$ cat src/pixelUtil.svh
// ================================================
// Pixel utility macros
// Function generators for channel saturation
// ================================================
`ifndef PIXEL_UTIL_SVH
`define PIXEL_UTIL_SVH

// Generates funcName, which clamps a signed inWidth value to the signed
// outWidth range, for example -256 to 255 for nine bits
`define ReduceAndSaturateSigned(funcName, inWidth, outWidth) \
    function automatic logic [(outWidth) - 1 : 0] funcName( \
        input logic signed [(inWidth) - 1 : 0] value \
    ); \
        logic signed [(inWidth) - 1 : 0] upper; \
        logic signed [(inWidth) - 1 : 0] lower; \
        upper = '0; \
        upper[(outWidth) - 2 : 0] = '1; \
        lower = ~upper; \
        if (value > upper) \
            return upper[(outWidth) - 1 : 0]; \
        else if (value < lower) \
            return lower[(outWidth) - 1 : 0]; \
        else \
            return value[(outWidth) - 1 : 0]; \
    endfunction

// Generates funcName, which turns a signed value into an unsigned channel
// Negative gives zero, otherwise the low bits are kept
`define ClampToUnsignedChannel(funcName, inWidth, outWidth) \
    function automatic logic [(outWidth) - 1 : 0] funcName( \
        input logic signed [(inWidth) - 1 : 0] value \
    ); \
        if (value[(inWidth) - 1]) \
            return '0; \
        else \
            return value[(outWidth) - 1 : 0]; \
    endfunction

`endif

$ cat src/combinerPkg.sv
// ================================================
// Texture combiner package
// Widths, combine mode codes and stage latencies
// ================================================
package combinerPkg;

    // Unsigned RGBA color, red in the low byte
    localparam int CHANNEL_WIDTH = 8;
    localparam int CHANNEL_COUNT = 4;
    localparam int COLOR_WIDTH = CHANNEL_WIDTH * CHANNEL_COUNT;

    // Signed operand channel, one extra bit for the sign
    localparam int SUB_PIXEL_WIDTH = CHANNEL_WIDTH + 1;
    localparam int SIGNED_COLOR_WIDTH = SUB_PIXEL_WIDTH * CHANNEL_COUNT;

    // Combine mode codes, 5 to 7 act as replace
    localparam int MODE_WIDTH = 3;
    localparam logic [MODE_WIDTH - 1 : 0] MODE_REPLACE = 3'd0;
    localparam logic [MODE_WIDTH - 1 : 0] MODE_MODULATE = 3'd1;
    localparam logic [MODE_WIDTH - 1 : 0] MODE_ADD = 3'd2;
    localparam logic [MODE_WIDTH - 1 : 0] MODE_SUBTRACT = 3'd3;
    localparam logic [MODE_WIDTH - 1 : 0] MODE_INTERPOLATE = 3'd4;

    // 255 stands for 1.0
    localparam logic signed [SUB_PIXEL_WIDTH - 1 : 0] CHANNEL_ONE = 9'sd255;
    localparam logic signed [SUB_PIXEL_WIDTH - 1 : 0] CHANNEL_MINUS_ONE = -9'sd255;

    // Stage latencies in cycles
    localparam int SELECT_DEPTH = 1;
    localparam int MIXER_DEPTH = 2;
    localparam int OUTPUT_DEPTH = 1;
    localparam int COMBINER_LATENCY = SELECT_DEPTH + MIXER_DEPTH + OUTPUT_DEPTH;

endpackage

$ cat src/mixerOperandIf.sv
// ================================================
// Mixer operand bus
// Valid strobe and four signed operand colors
// ================================================
`timescale 1ns/100ps

interface mixerOperandIf;
    import combinerPkg::*;

    logic                              valid;
    logic [SIGNED_COLOR_WIDTH - 1 : 0] colorA;
    logic [SIGNED_COLOR_WIDTH - 1 : 0] colorB;
    logic [SIGNED_COLOR_WIDTH - 1 : 0] colorC;
    logic [SIGNED_COLOR_WIDTH - 1 : 0] colorD;

    modport source (
        output valid,
        output colorA,
        output colorB,
        output colorC,
        output colorD
    );

    // Mixer side only needs the operand colors
    modport sink (
        input colorA,
        input colorB,
        input colorC,
        input colorD
    );

    modport validSink (
        input valid
    );

endinterface

$ cat src/combinerOperandSelect.sv
// ================================================
// Combiner operand select
// Decodes the combine mode, registers A, B, C, D
// ================================================
`timescale 1ns/100ps

module combinerOperandSelect (
    input  logic                                  aclk,
    input  logic                                  arstN,
    input  logic                                  inValid,
    input  logic [combinerPkg::MODE_WIDTH - 1 : 0]  combineMode,
    input  logic [combinerPkg::COLOR_WIDTH - 1 : 0] primaryColor,
    input  logic [combinerPkg::COLOR_WIDTH - 1 : 0] textureColor,
    input  logic [combinerPkg::COLOR_WIDTH - 1 : 0] constantColor,
    mixerOperandIf.source                         operands
);
    import combinerPkg::*;

    // Zero extended input channels
    logic signed [SUB_PIXEL_WIDTH - 1 : 0] primary [CHANNEL_COUNT];
    logic signed [SUB_PIXEL_WIDTH - 1 : 0] texel [CHANNEL_COUNT];
    logic signed [SUB_PIXEL_WIDTH - 1 : 0] constant [CHANNEL_COUNT];
    logic signed [SUB_PIXEL_WIDTH - 1 : 0] inverseConstant [CHANNEL_COUNT];

    // Selected operands before the register
    logic signed [SUB_PIXEL_WIDTH - 1 : 0] opA [CHANNEL_COUNT];
    logic signed [SUB_PIXEL_WIDTH - 1 : 0] opB [CHANNEL_COUNT];
    logic signed [SUB_PIXEL_WIDTH - 1 : 0] opC [CHANNEL_COUNT];
    logic signed [SUB_PIXEL_WIDTH - 1 : 0] opD [CHANNEL_COUNT];

    always_comb
    begin
        for (int i = 0; i < CHANNEL_COUNT; i++)
        begin
            primary[i] = {1'b0, primaryColor[i * CHANNEL_WIDTH +: CHANNEL_WIDTH]};
            texel[i] = {1'b0, textureColor[i * CHANNEL_WIDTH +: CHANNEL_WIDTH]};
            constant[i] = {1'b0, constantColor[i * CHANNEL_WIDTH +: CHANNEL_WIDTH]};
            // 1.0 - constant, stays within 0 to 255
            inverseConstant[i] = CHANNEL_ONE - constant[i];

            // Replace operands, texture times one
            opA[i] = texel[i];
            opB[i] = CHANNEL_ONE;
            opC[i] = '0;
            opD[i] = '0;

            case (combineMode)
                MODE_MODULATE:
                begin
                    opB[i] = primary[i];
                end
                MODE_ADD:
                begin
                    opC[i] = primary[i];
                    opD[i] = CHANNEL_ONE;
                end
                MODE_SUBTRACT:
                begin
                    // Texture minus primary
                    opC[i] = primary[i];
                    opD[i] = CHANNEL_MINUS_ONE;
                end
                MODE_INTERPOLATE:
                begin
                    opB[i] = constant[i];
                    opC[i] = primary[i];
                    opD[i] = inverseConstant[i];
                end
                default:
                begin
                    // MODE_REPLACE and codes 5 to 7 keep the replace operands
                end
            endcase
        end
    end

    always_ff @(posedge aclk or negedge arstN)
    begin
        if (!arstN)
        begin
            operands.valid <= 1'b0;
        end
        else
        begin
            operands.valid <= inValid;
        end
    end

    always_ff @(posedge aclk)
    begin
        for (int i = 0; i < CHANNEL_COUNT; i++)
        begin
            operands.colorA[i * SUB_PIXEL_WIDTH +: SUB_PIXEL_WIDTH] <= opA[i];
            operands.colorB[i * SUB_PIXEL_WIDTH +: SUB_PIXEL_WIDTH] <= opB[i];
            operands.colorC[i * SUB_PIXEL_WIDTH +: SUB_PIXEL_WIDTH] <= opC[i];
            operands.colorD[i * SUB_PIXEL_WIDTH +: SUB_PIXEL_WIDTH] <= opD[i];
        end
    end

endmodule

$ cat src/colorMixerSigned.sv
// ================================================
// Signed color mixer
// (A * B) + (C * D), rounded and saturated, 2 cycles
// ================================================
`timescale 1ns/100ps

`include "pixelUtil.svh"

module colorMixerSigned #(
    parameter int SUB_PIXEL_WIDTH = combinerPkg::SUB_PIXEL_WIDTH
) (
    input  logic                                                    aclk,
    input  logic                                                    arstN,
    mixerOperandIf.sink                                             operands,
    output logic [SUB_PIXEL_WIDTH * combinerPkg::CHANNEL_COUNT - 1 : 0] mixedColor
);
    import combinerPkg::*;

    localparam int FRACTION_WIDTH = SUB_PIXEL_WIDTH - 1;
    localparam int PRODUCT_WIDTH = 2 * SUB_PIXEL_WIDTH;
    // One carry bit for the sum of two products and the rounding term
    localparam int SUM_WIDTH = PRODUCT_WIDTH + 1;

    // 1.0 in the channel scale, also used as rounding offset
    localparam logic signed [SUM_WIDTH - 1 : 0] ONE_DOT_ZERO = (1 << FRACTION_WIDTH) - 1;

    `ReduceAndSaturateSigned(saturateChannel, SUM_WIDTH, SUB_PIXEL_WIDTH)

    logic signed [PRODUCT_WIDTH - 1 : 0] productAb [CHANNEL_COUNT];
    logic signed [PRODUCT_WIDTH - 1 : 0] productCd [CHANNEL_COUNT];
    logic signed [SUM_WIDTH - 1 : 0] roundedSum [CHANNEL_COUNT];
    logic [SUB_PIXEL_WIDTH * CHANNEL_COUNT - 1 : 0] saturatedColor;

    // First cycle, products per channel
    always_ff @(posedge aclk)
    begin
        for (int i = 0; i < CHANNEL_COUNT; i++)
        begin
            productAb[i] <=
                $signed(operands.colorA[i * SUB_PIXEL_WIDTH +: SUB_PIXEL_WIDTH]) *
                $signed(operands.colorB[i * SUB_PIXEL_WIDTH +: SUB_PIXEL_WIDTH]);
            productCd[i] <=
                $signed(operands.colorC[i * SUB_PIXEL_WIDTH +: SUB_PIXEL_WIDTH]) *
                $signed(operands.colorD[i * SUB_PIXEL_WIDTH +: SUB_PIXEL_WIDTH]);
        end
    end

    // Back to channel scale, divides by 256 after adding 255
    always_comb
    begin
        for (int i = 0; i < CHANNEL_COUNT; i++)
        begin
            roundedSum[i] = (productAb[i] + productCd[i] + ONE_DOT_ZERO) >>> FRACTION_WIDTH;
            saturatedColor[i * SUB_PIXEL_WIDTH +: SUB_PIXEL_WIDTH] =
                saturateChannel(roundedSum[i]);
        end
    end

    // Second cycle
    always_ff @(posedge aclk)
    begin
        mixedColor <= saturatedColor;
    end

endmodule

$ cat src/combinerOutputStage.sv
// ================================================
// Combiner output stage
// Aligns valid with the mixer, clamps to bytes
// ================================================
`timescale 1ns/100ps

`include "pixelUtil.svh"

module combinerOutputStage (
    input  logic                                         aclk,
    input  logic                                         arstN,
    mixerOperandIf.validSink                             operands,
    input  logic [combinerPkg::SIGNED_COLOR_WIDTH - 1 : 0] mixedColor,
    output logic                                         outValid,
    output logic [combinerPkg::COLOR_WIDTH - 1 : 0]        outColor
);
    import combinerPkg::*;

    // Mixer depth plus this stage
    localparam int VALID_DELAY = COMBINER_LATENCY - SELECT_DEPTH;

    `ClampToUnsignedChannel(clampChannel, SUB_PIXEL_WIDTH, CHANNEL_WIDTH)

    logic [VALID_DELAY - 1 : 0] validLine;

    always_ff @(posedge aclk or negedge arstN)
    begin
        if (!arstN)
        begin
            validLine <= '0;
        end
        else
        begin
            // Oldest entry falls off the top
            validLine <= VALID_DELAY'({validLine, operands.valid});
        end
    end

    assign outValid = validLine[VALID_DELAY - 1];

    always_ff @(posedge aclk)
    begin
        for (int i = 0; i < CHANNEL_COUNT; i++)
        begin
            outColor[i * CHANNEL_WIDTH +: CHANNEL_WIDTH] <=
                clampChannel(mixedColor[i * SUB_PIXEL_WIDTH +: SUB_PIXEL_WIDTH]);
        end
    end

endmodule

$ cat src/texEnvCombiner.sv
// ================================================
// Texture environment combiner top level
// Operand select, signed mixer and output clamp
// ================================================
`timescale 1ns/100ps

module texEnvCombiner (
    input  logic                                  aclk,
    input  logic                                  arstN,

    // Fragment in, one per cycle at most
    input  logic                                  inValid,
    input  logic [combinerPkg::MODE_WIDTH - 1 : 0]  combineMode,
    input  logic [combinerPkg::COLOR_WIDTH - 1 : 0] primaryColor,
    input  logic [combinerPkg::COLOR_WIDTH - 1 : 0] textureColor,
    input  logic [combinerPkg::COLOR_WIDTH - 1 : 0] constantColor,

    // Combined color, four cycles later
    output logic                                  outValid,
    output logic [combinerPkg::COLOR_WIDTH - 1 : 0] outColor
);
    import combinerPkg::*;

    logic [SIGNED_COLOR_WIDTH - 1 : 0] mixedColor;

    mixerOperandIf operandBus0 ();

    combinerOperandSelect operandSelect0 (
        .aclk          (aclk),
        .arstN         (arstN),
        .inValid       (inValid),
        .combineMode   (combineMode),
        .primaryColor  (primaryColor),
        .textureColor  (textureColor),
        .constantColor (constantColor),
        .operands      (operandBus0.source)
    );

    colorMixerSigned #(
        .SUB_PIXEL_WIDTH (SUB_PIXEL_WIDTH)
    ) mixer0 (
        .aclk       (aclk),
        .arstN      (arstN),
        .operands   (operandBus0.sink),
        .mixedColor (mixedColor)
    );

    // Valid skips the mixer and is delayed here instead
    combinerOutputStage outputStage0 (
        .aclk       (aclk),
        .arstN      (arstN),
        .operands   (operandBus0.validSink),
        .mixedColor (mixedColor),
        .outValid   (outValid),
        .outColor   (outColor)
    );

endmodule

$ cat config.mk
export PLATFORM = sky130hd
export DESIGN_NAME = texEnvCombiner
export DESIGN_NICKNAME = d
export VERILOG_FILES = /design/src/combinerPkg.sv /design/src/mixerOperandIf.sv /design/src/combinerOperandSelect.sv /design/src/colorMixerSigned.sv /design/src/combinerOutputStage.sv /design/src/texEnvCombiner.sv
export VERILOG_INCLUDE_DIRS = /design/src
export SDC_FILE = /design/constraint.sdc
export NUM_CORES = 2
export LEC_CHECK = 0
export ABC_AREA = 0
export ABC_CLOCK_PERIOD_IN_PS = 5180
export BUFFER_PORTS_ARGS = -buffer_cell sky130_fd_sc_hd__buf_2
export CAP_MARGIN = 20
export CORE_ASPECT_RATIO = 1.1
export CORE_UTILIZATION = 39
export CTS_CLUSTER_DIAMETER = 200
export CTS_CLUSTER_SIZE = 24
export DETAILED_ROUTE_END_ITERATION = 16
export PLACE_DENSITY = 0.62
export SYNTH_ARGS = -nofsm -noshare
export SYNTH_HDL_FRONTEND = slang
export SYNTH_HIERARCHICAL = 1
export SYNTH_SLANG_ARGS = --single-unit
$ cat constraint.sdc
create_clock -name aclk -period 5.18 [get_ports aclk]
set_clock_uncertainty 0.05 [all_clocks]
set_input_delay 1.295 -clock aclk [delete_from_list [all_inputs] [get_ports aclk]]
set_output_delay 1.295 -clock aclk [all_outputs]
set_load 0.01 [all_outputs]
==> flow_metrics.env <==
export IMPL_status="completed"
export IMPL_finalHoldViolCount=0
export IMPL_cts_sinks=345
export IMPL_relSlewSlack_pct=22.1
export IMPL_dpl_hpwl_mm=64.3
export IMPL_path_max_fanout=9
export IMPL_syn_avg_cell_area_um2=9.72
export IMPL_areaGrowthSynthToFinish_pct=8.56
export IMPL_grt_overflow_total=0
export IMPL_crit_cells=20
export IMPL_drt_iter0_drc=1037
export IMPL_crit_top_cell="fa_1"
export IMPL_final_common_cell="inv_1"
export IMPL_fp_coreArea_mm2=0.0911
export IMPL_maxCapViolCount=0
export IMPL_async_flop_share_pct=1.16
export IMPL_rrSetupSlack_ns=0.21
export IMPL_cp_slowest_cell="fa_1"
export IMPL_rsz0062_at_grt="yes"
export IMPL_drv_slew=0
export IMPL_tightest_slew_ns=1.17
export IMPL_crit_buf_inv=3
export IMPL_grt_pass1_vias=25400
export IMPL_r2r_cells=20
export IMPL_initial_core_util_pct=39.5
export IMPL_dp_cells=5006
export IMPL_ff_latch_area_mm2=0.00704
export IMPL_vias=24000
export IMPL_critPathLaunch="operandSelect0/operands.colorB[9]"
export IMPL_yosysUniqueCellTypes=68
export IMPL_crit_path_end_kind="flop"
export IMPL_total_power_mw=23.2
export IMPL_grt_use_total_pct=17.0
export IMPL_routed_wl_mm=76.4
export IMPL_cp_endpoint="mixer0/productAb[1][17]"
export IMPL_synth_ff_type="dfxtp_1"
export IMPL_fin_nets=4945
export IMPL_syn_inst=3699
export IMPL_critPathMaxStageDelay_ns=0.54
export IMPL_portBuffers=134
export IMPL_clkSlewWorstSetupHoldPaths_ns=0.12
export IMPL_final_period_utilization_pct=95.9
export IMPL_drive_above_1_share_pct=9.75
export IMPL_dr_pass1_iters=5
export IMPL_syn_area_mm2=0.0360
export IMPL_r2r_start="operandSelect0/operands.colorB[9]"
export IMPL_std_cell_rows=116
export IMPL_final_setup_tns_ns=0
export IMPL_gp_congestion=0.901
export IMPL_die_area_mm2=0.0935
export IMPL_nFillCells=8912
export IMPL_r2r_end="mixer0/productAb[1][17]"
export IMPL_grt_pass1_wl_mm=129
export IMPL_cp_start_kind="flop"
export IMPL_layout_common_cells="712 x inv_1, 559 x fa_1, 435 x ha_1, 358 x nand2_1, 284 x dfxtp_1"
export IMPL_ant_nets=0
export IMPL_clockBufferDepth=3
export IMPL_design_area_mm2=0.0390
export IMPL_drc=0
export IMPL_grt_antenna_before_repair=20
export IMPL_synth_warnings=6
export IMPL_num_io_pins=135
export IMPL_critPathKind="flop to flop"
export IMPL_p_leak_nw=20.0
export IMPL_crit_family="adder cells"
export IMPL_cts_tree="built"
export IMPL_layout_cells_non_filler=5034
export IMPL_cts_made_buffers=18
export IMPL_vias_per_cell=4.77
export IMPL_fp_dieW_um=292
export IMPL_holdPathStages=0
export IMPL_p_per_area_mw_per_mm2=595
export IMPL_ys_ff_latch=345
export IMPL_worstPathCellList="nand2_1, fa_1, inv_1, fa_1, ha_1, inv_1, fa_1, inv_1, ha_1, ha_1, fa_1, a21o_1, a21oi_2, o21bai_1, a21oi_1, nor2b_1, o2111ai_1, nand3_1, o41a_1, xnor2_1"
export IMPL_die_h_um=321
export IMPL_cts_root_buf="clkbuf_16"
export IMPL_placed_area_mm2=0.0384
export IMPL_required_ns=5.58
export IMPL_setup_viol=0
export IMPL_multi_input_area_mm2=0.0259
export IMPL_wl_per_cell_um=15.2
export IMPL_hp_class="flop to flop"
export IMPL_min_period_ns=4.97
export IMPL_hold_buffers=0
export IMPL_worst_ep_arrival_time_ns=5.37
export IMPL_vdd_ir_drop_max_v=0.000464
export IMPL_grt_max_degree=55
export IMPL_insertion_delay_ns=0.58
export IMPL_yosysSeqAreaShare_pct=19.3
export IMPL_synth_edf_count=0
export IMPL_htree_levels=1
export IMPL_fmax_ghz=0.201
==> worst min path at each step <==
stage                                        startpoint                   endpoint  slack, ns
final                     operandSelect0/operands.valid  outputStage0/validLine[0]       0.31
after global routing          outputStage0/validLine[1]  outputStage0/validLine[2]       0.33
after CTS                 operandSelect0/operands.valid  outputStage0/validLine[0]       0.32
after detailed placement  operandSelect0/operands.valid  outputStage0/validLine[0]       0.29
after global placement        outputStage0/validLine[1]  outputStage0/validLine[2]       0.28
after floorplan           operandSelect0/operands.valid  outputStage0/validLine[0]       0.28
==> synth_stat cells, types with 32 or more instances <==
cell	count	area share, %
o31ai_1	33	0.69
fa_1	560	31
dfxtp_1	341	19
a22oi_1	32	0.67
nand2_1	358	3.7
a21oi_1	79	1.1
o21a_1	37	0.77
ha_1	436	15
inv_1	712	7.4
xnor2_1	135	3.3
nor2b_1	96	1.7
and2_1	249	4.3
nor2_1	156	1.6
xor2_1	49	1.2
a21o_1	32	0.67
clkbuf_1	83	0.87
==> flip-flops by register name, summed over array words and instances (netlist names) <==
signal,flops
mixer0/mixedColor,36
operandSelect0/operands.colorC,32
operandSelect0/operands.colorD,33
outputStage0/validLine,3
mixer0/productAb,72
outputStage0/outColor,32
operandSelect0/operands.valid,1
operandSelect0/operands.colorA,32
operandSelect0/operands.colorB,32
mixer0/productCd,72
==> cell families (layout without fill, tap and decap cells) <==
kind of cell | after synthesis | count (layout) | share of synthesized area, %
buffers and inverters | 832 | 970 | 9.01
other | 1 | 18 | 0.0104
XOR/XNOR | 185 | 185 | 4.53
flip-flops | 345 | 345 | 19.3
multiplexers | 8 | 8 | 0.247
AND/OR/NAND/NOR | 974 | 974 | 13.2
adder cells (fa/ha/maj) | 996 | 996 | 46.3
AO/OA/AOI/OAI | 358 | 358 | 7.40
==> where the power goes <==
part / internal [mW] / total [mW] / switching [mW]
Sequential: 3.73 / 4.11 / 0.378
Clock: 0.670 / 1.64 / 0.968
Combinational: 8.31 / 17.5 / 9.18
Total: 12.7 / 23.2 / 10.5
==> through the flow <==
stage                     hold WS (ns)  utilization [%]  setup WS (ns)
after global routing             0.333             42.8        -0.0284
final                            0.311             42.8          0.212
after CTS                        0.316             42.6         0.0318
after global placement           0.285             42.1          0.110
after floorplan                  0.281                -          0.200
after detailed placement         0.287             42.1        -0.0338
==> repair_timing <==
item                       4_1_cts  5_1_grt
resized for setup                1       84
cloned                           0        0
pin swaps                        0        4
buffers inserted                 0        1
setup endpoints to repair        1       17
==> routing by layer <==
metal,track usage (%),share of wire (%)
met3,3.89,6.3
met5,0,0.21
met2,29.3,48
met1,22.0,44
met4,2.73,1.4
==> layout make-up <==
cell class | instances | share of cell area [%]
multi-input cells | 2533 | 66.4
repair buffers | 237 | 3.69
clock inverters | 1 | 0.0417
well taps | 1180 | 3.78
flip-flops and latches | 345 | 18.0
inverters | 712 | 6.84
diodes | 6 | 0.0385
clock buffers | 20 | 1.23
Power figures use the tool's default switching activity.
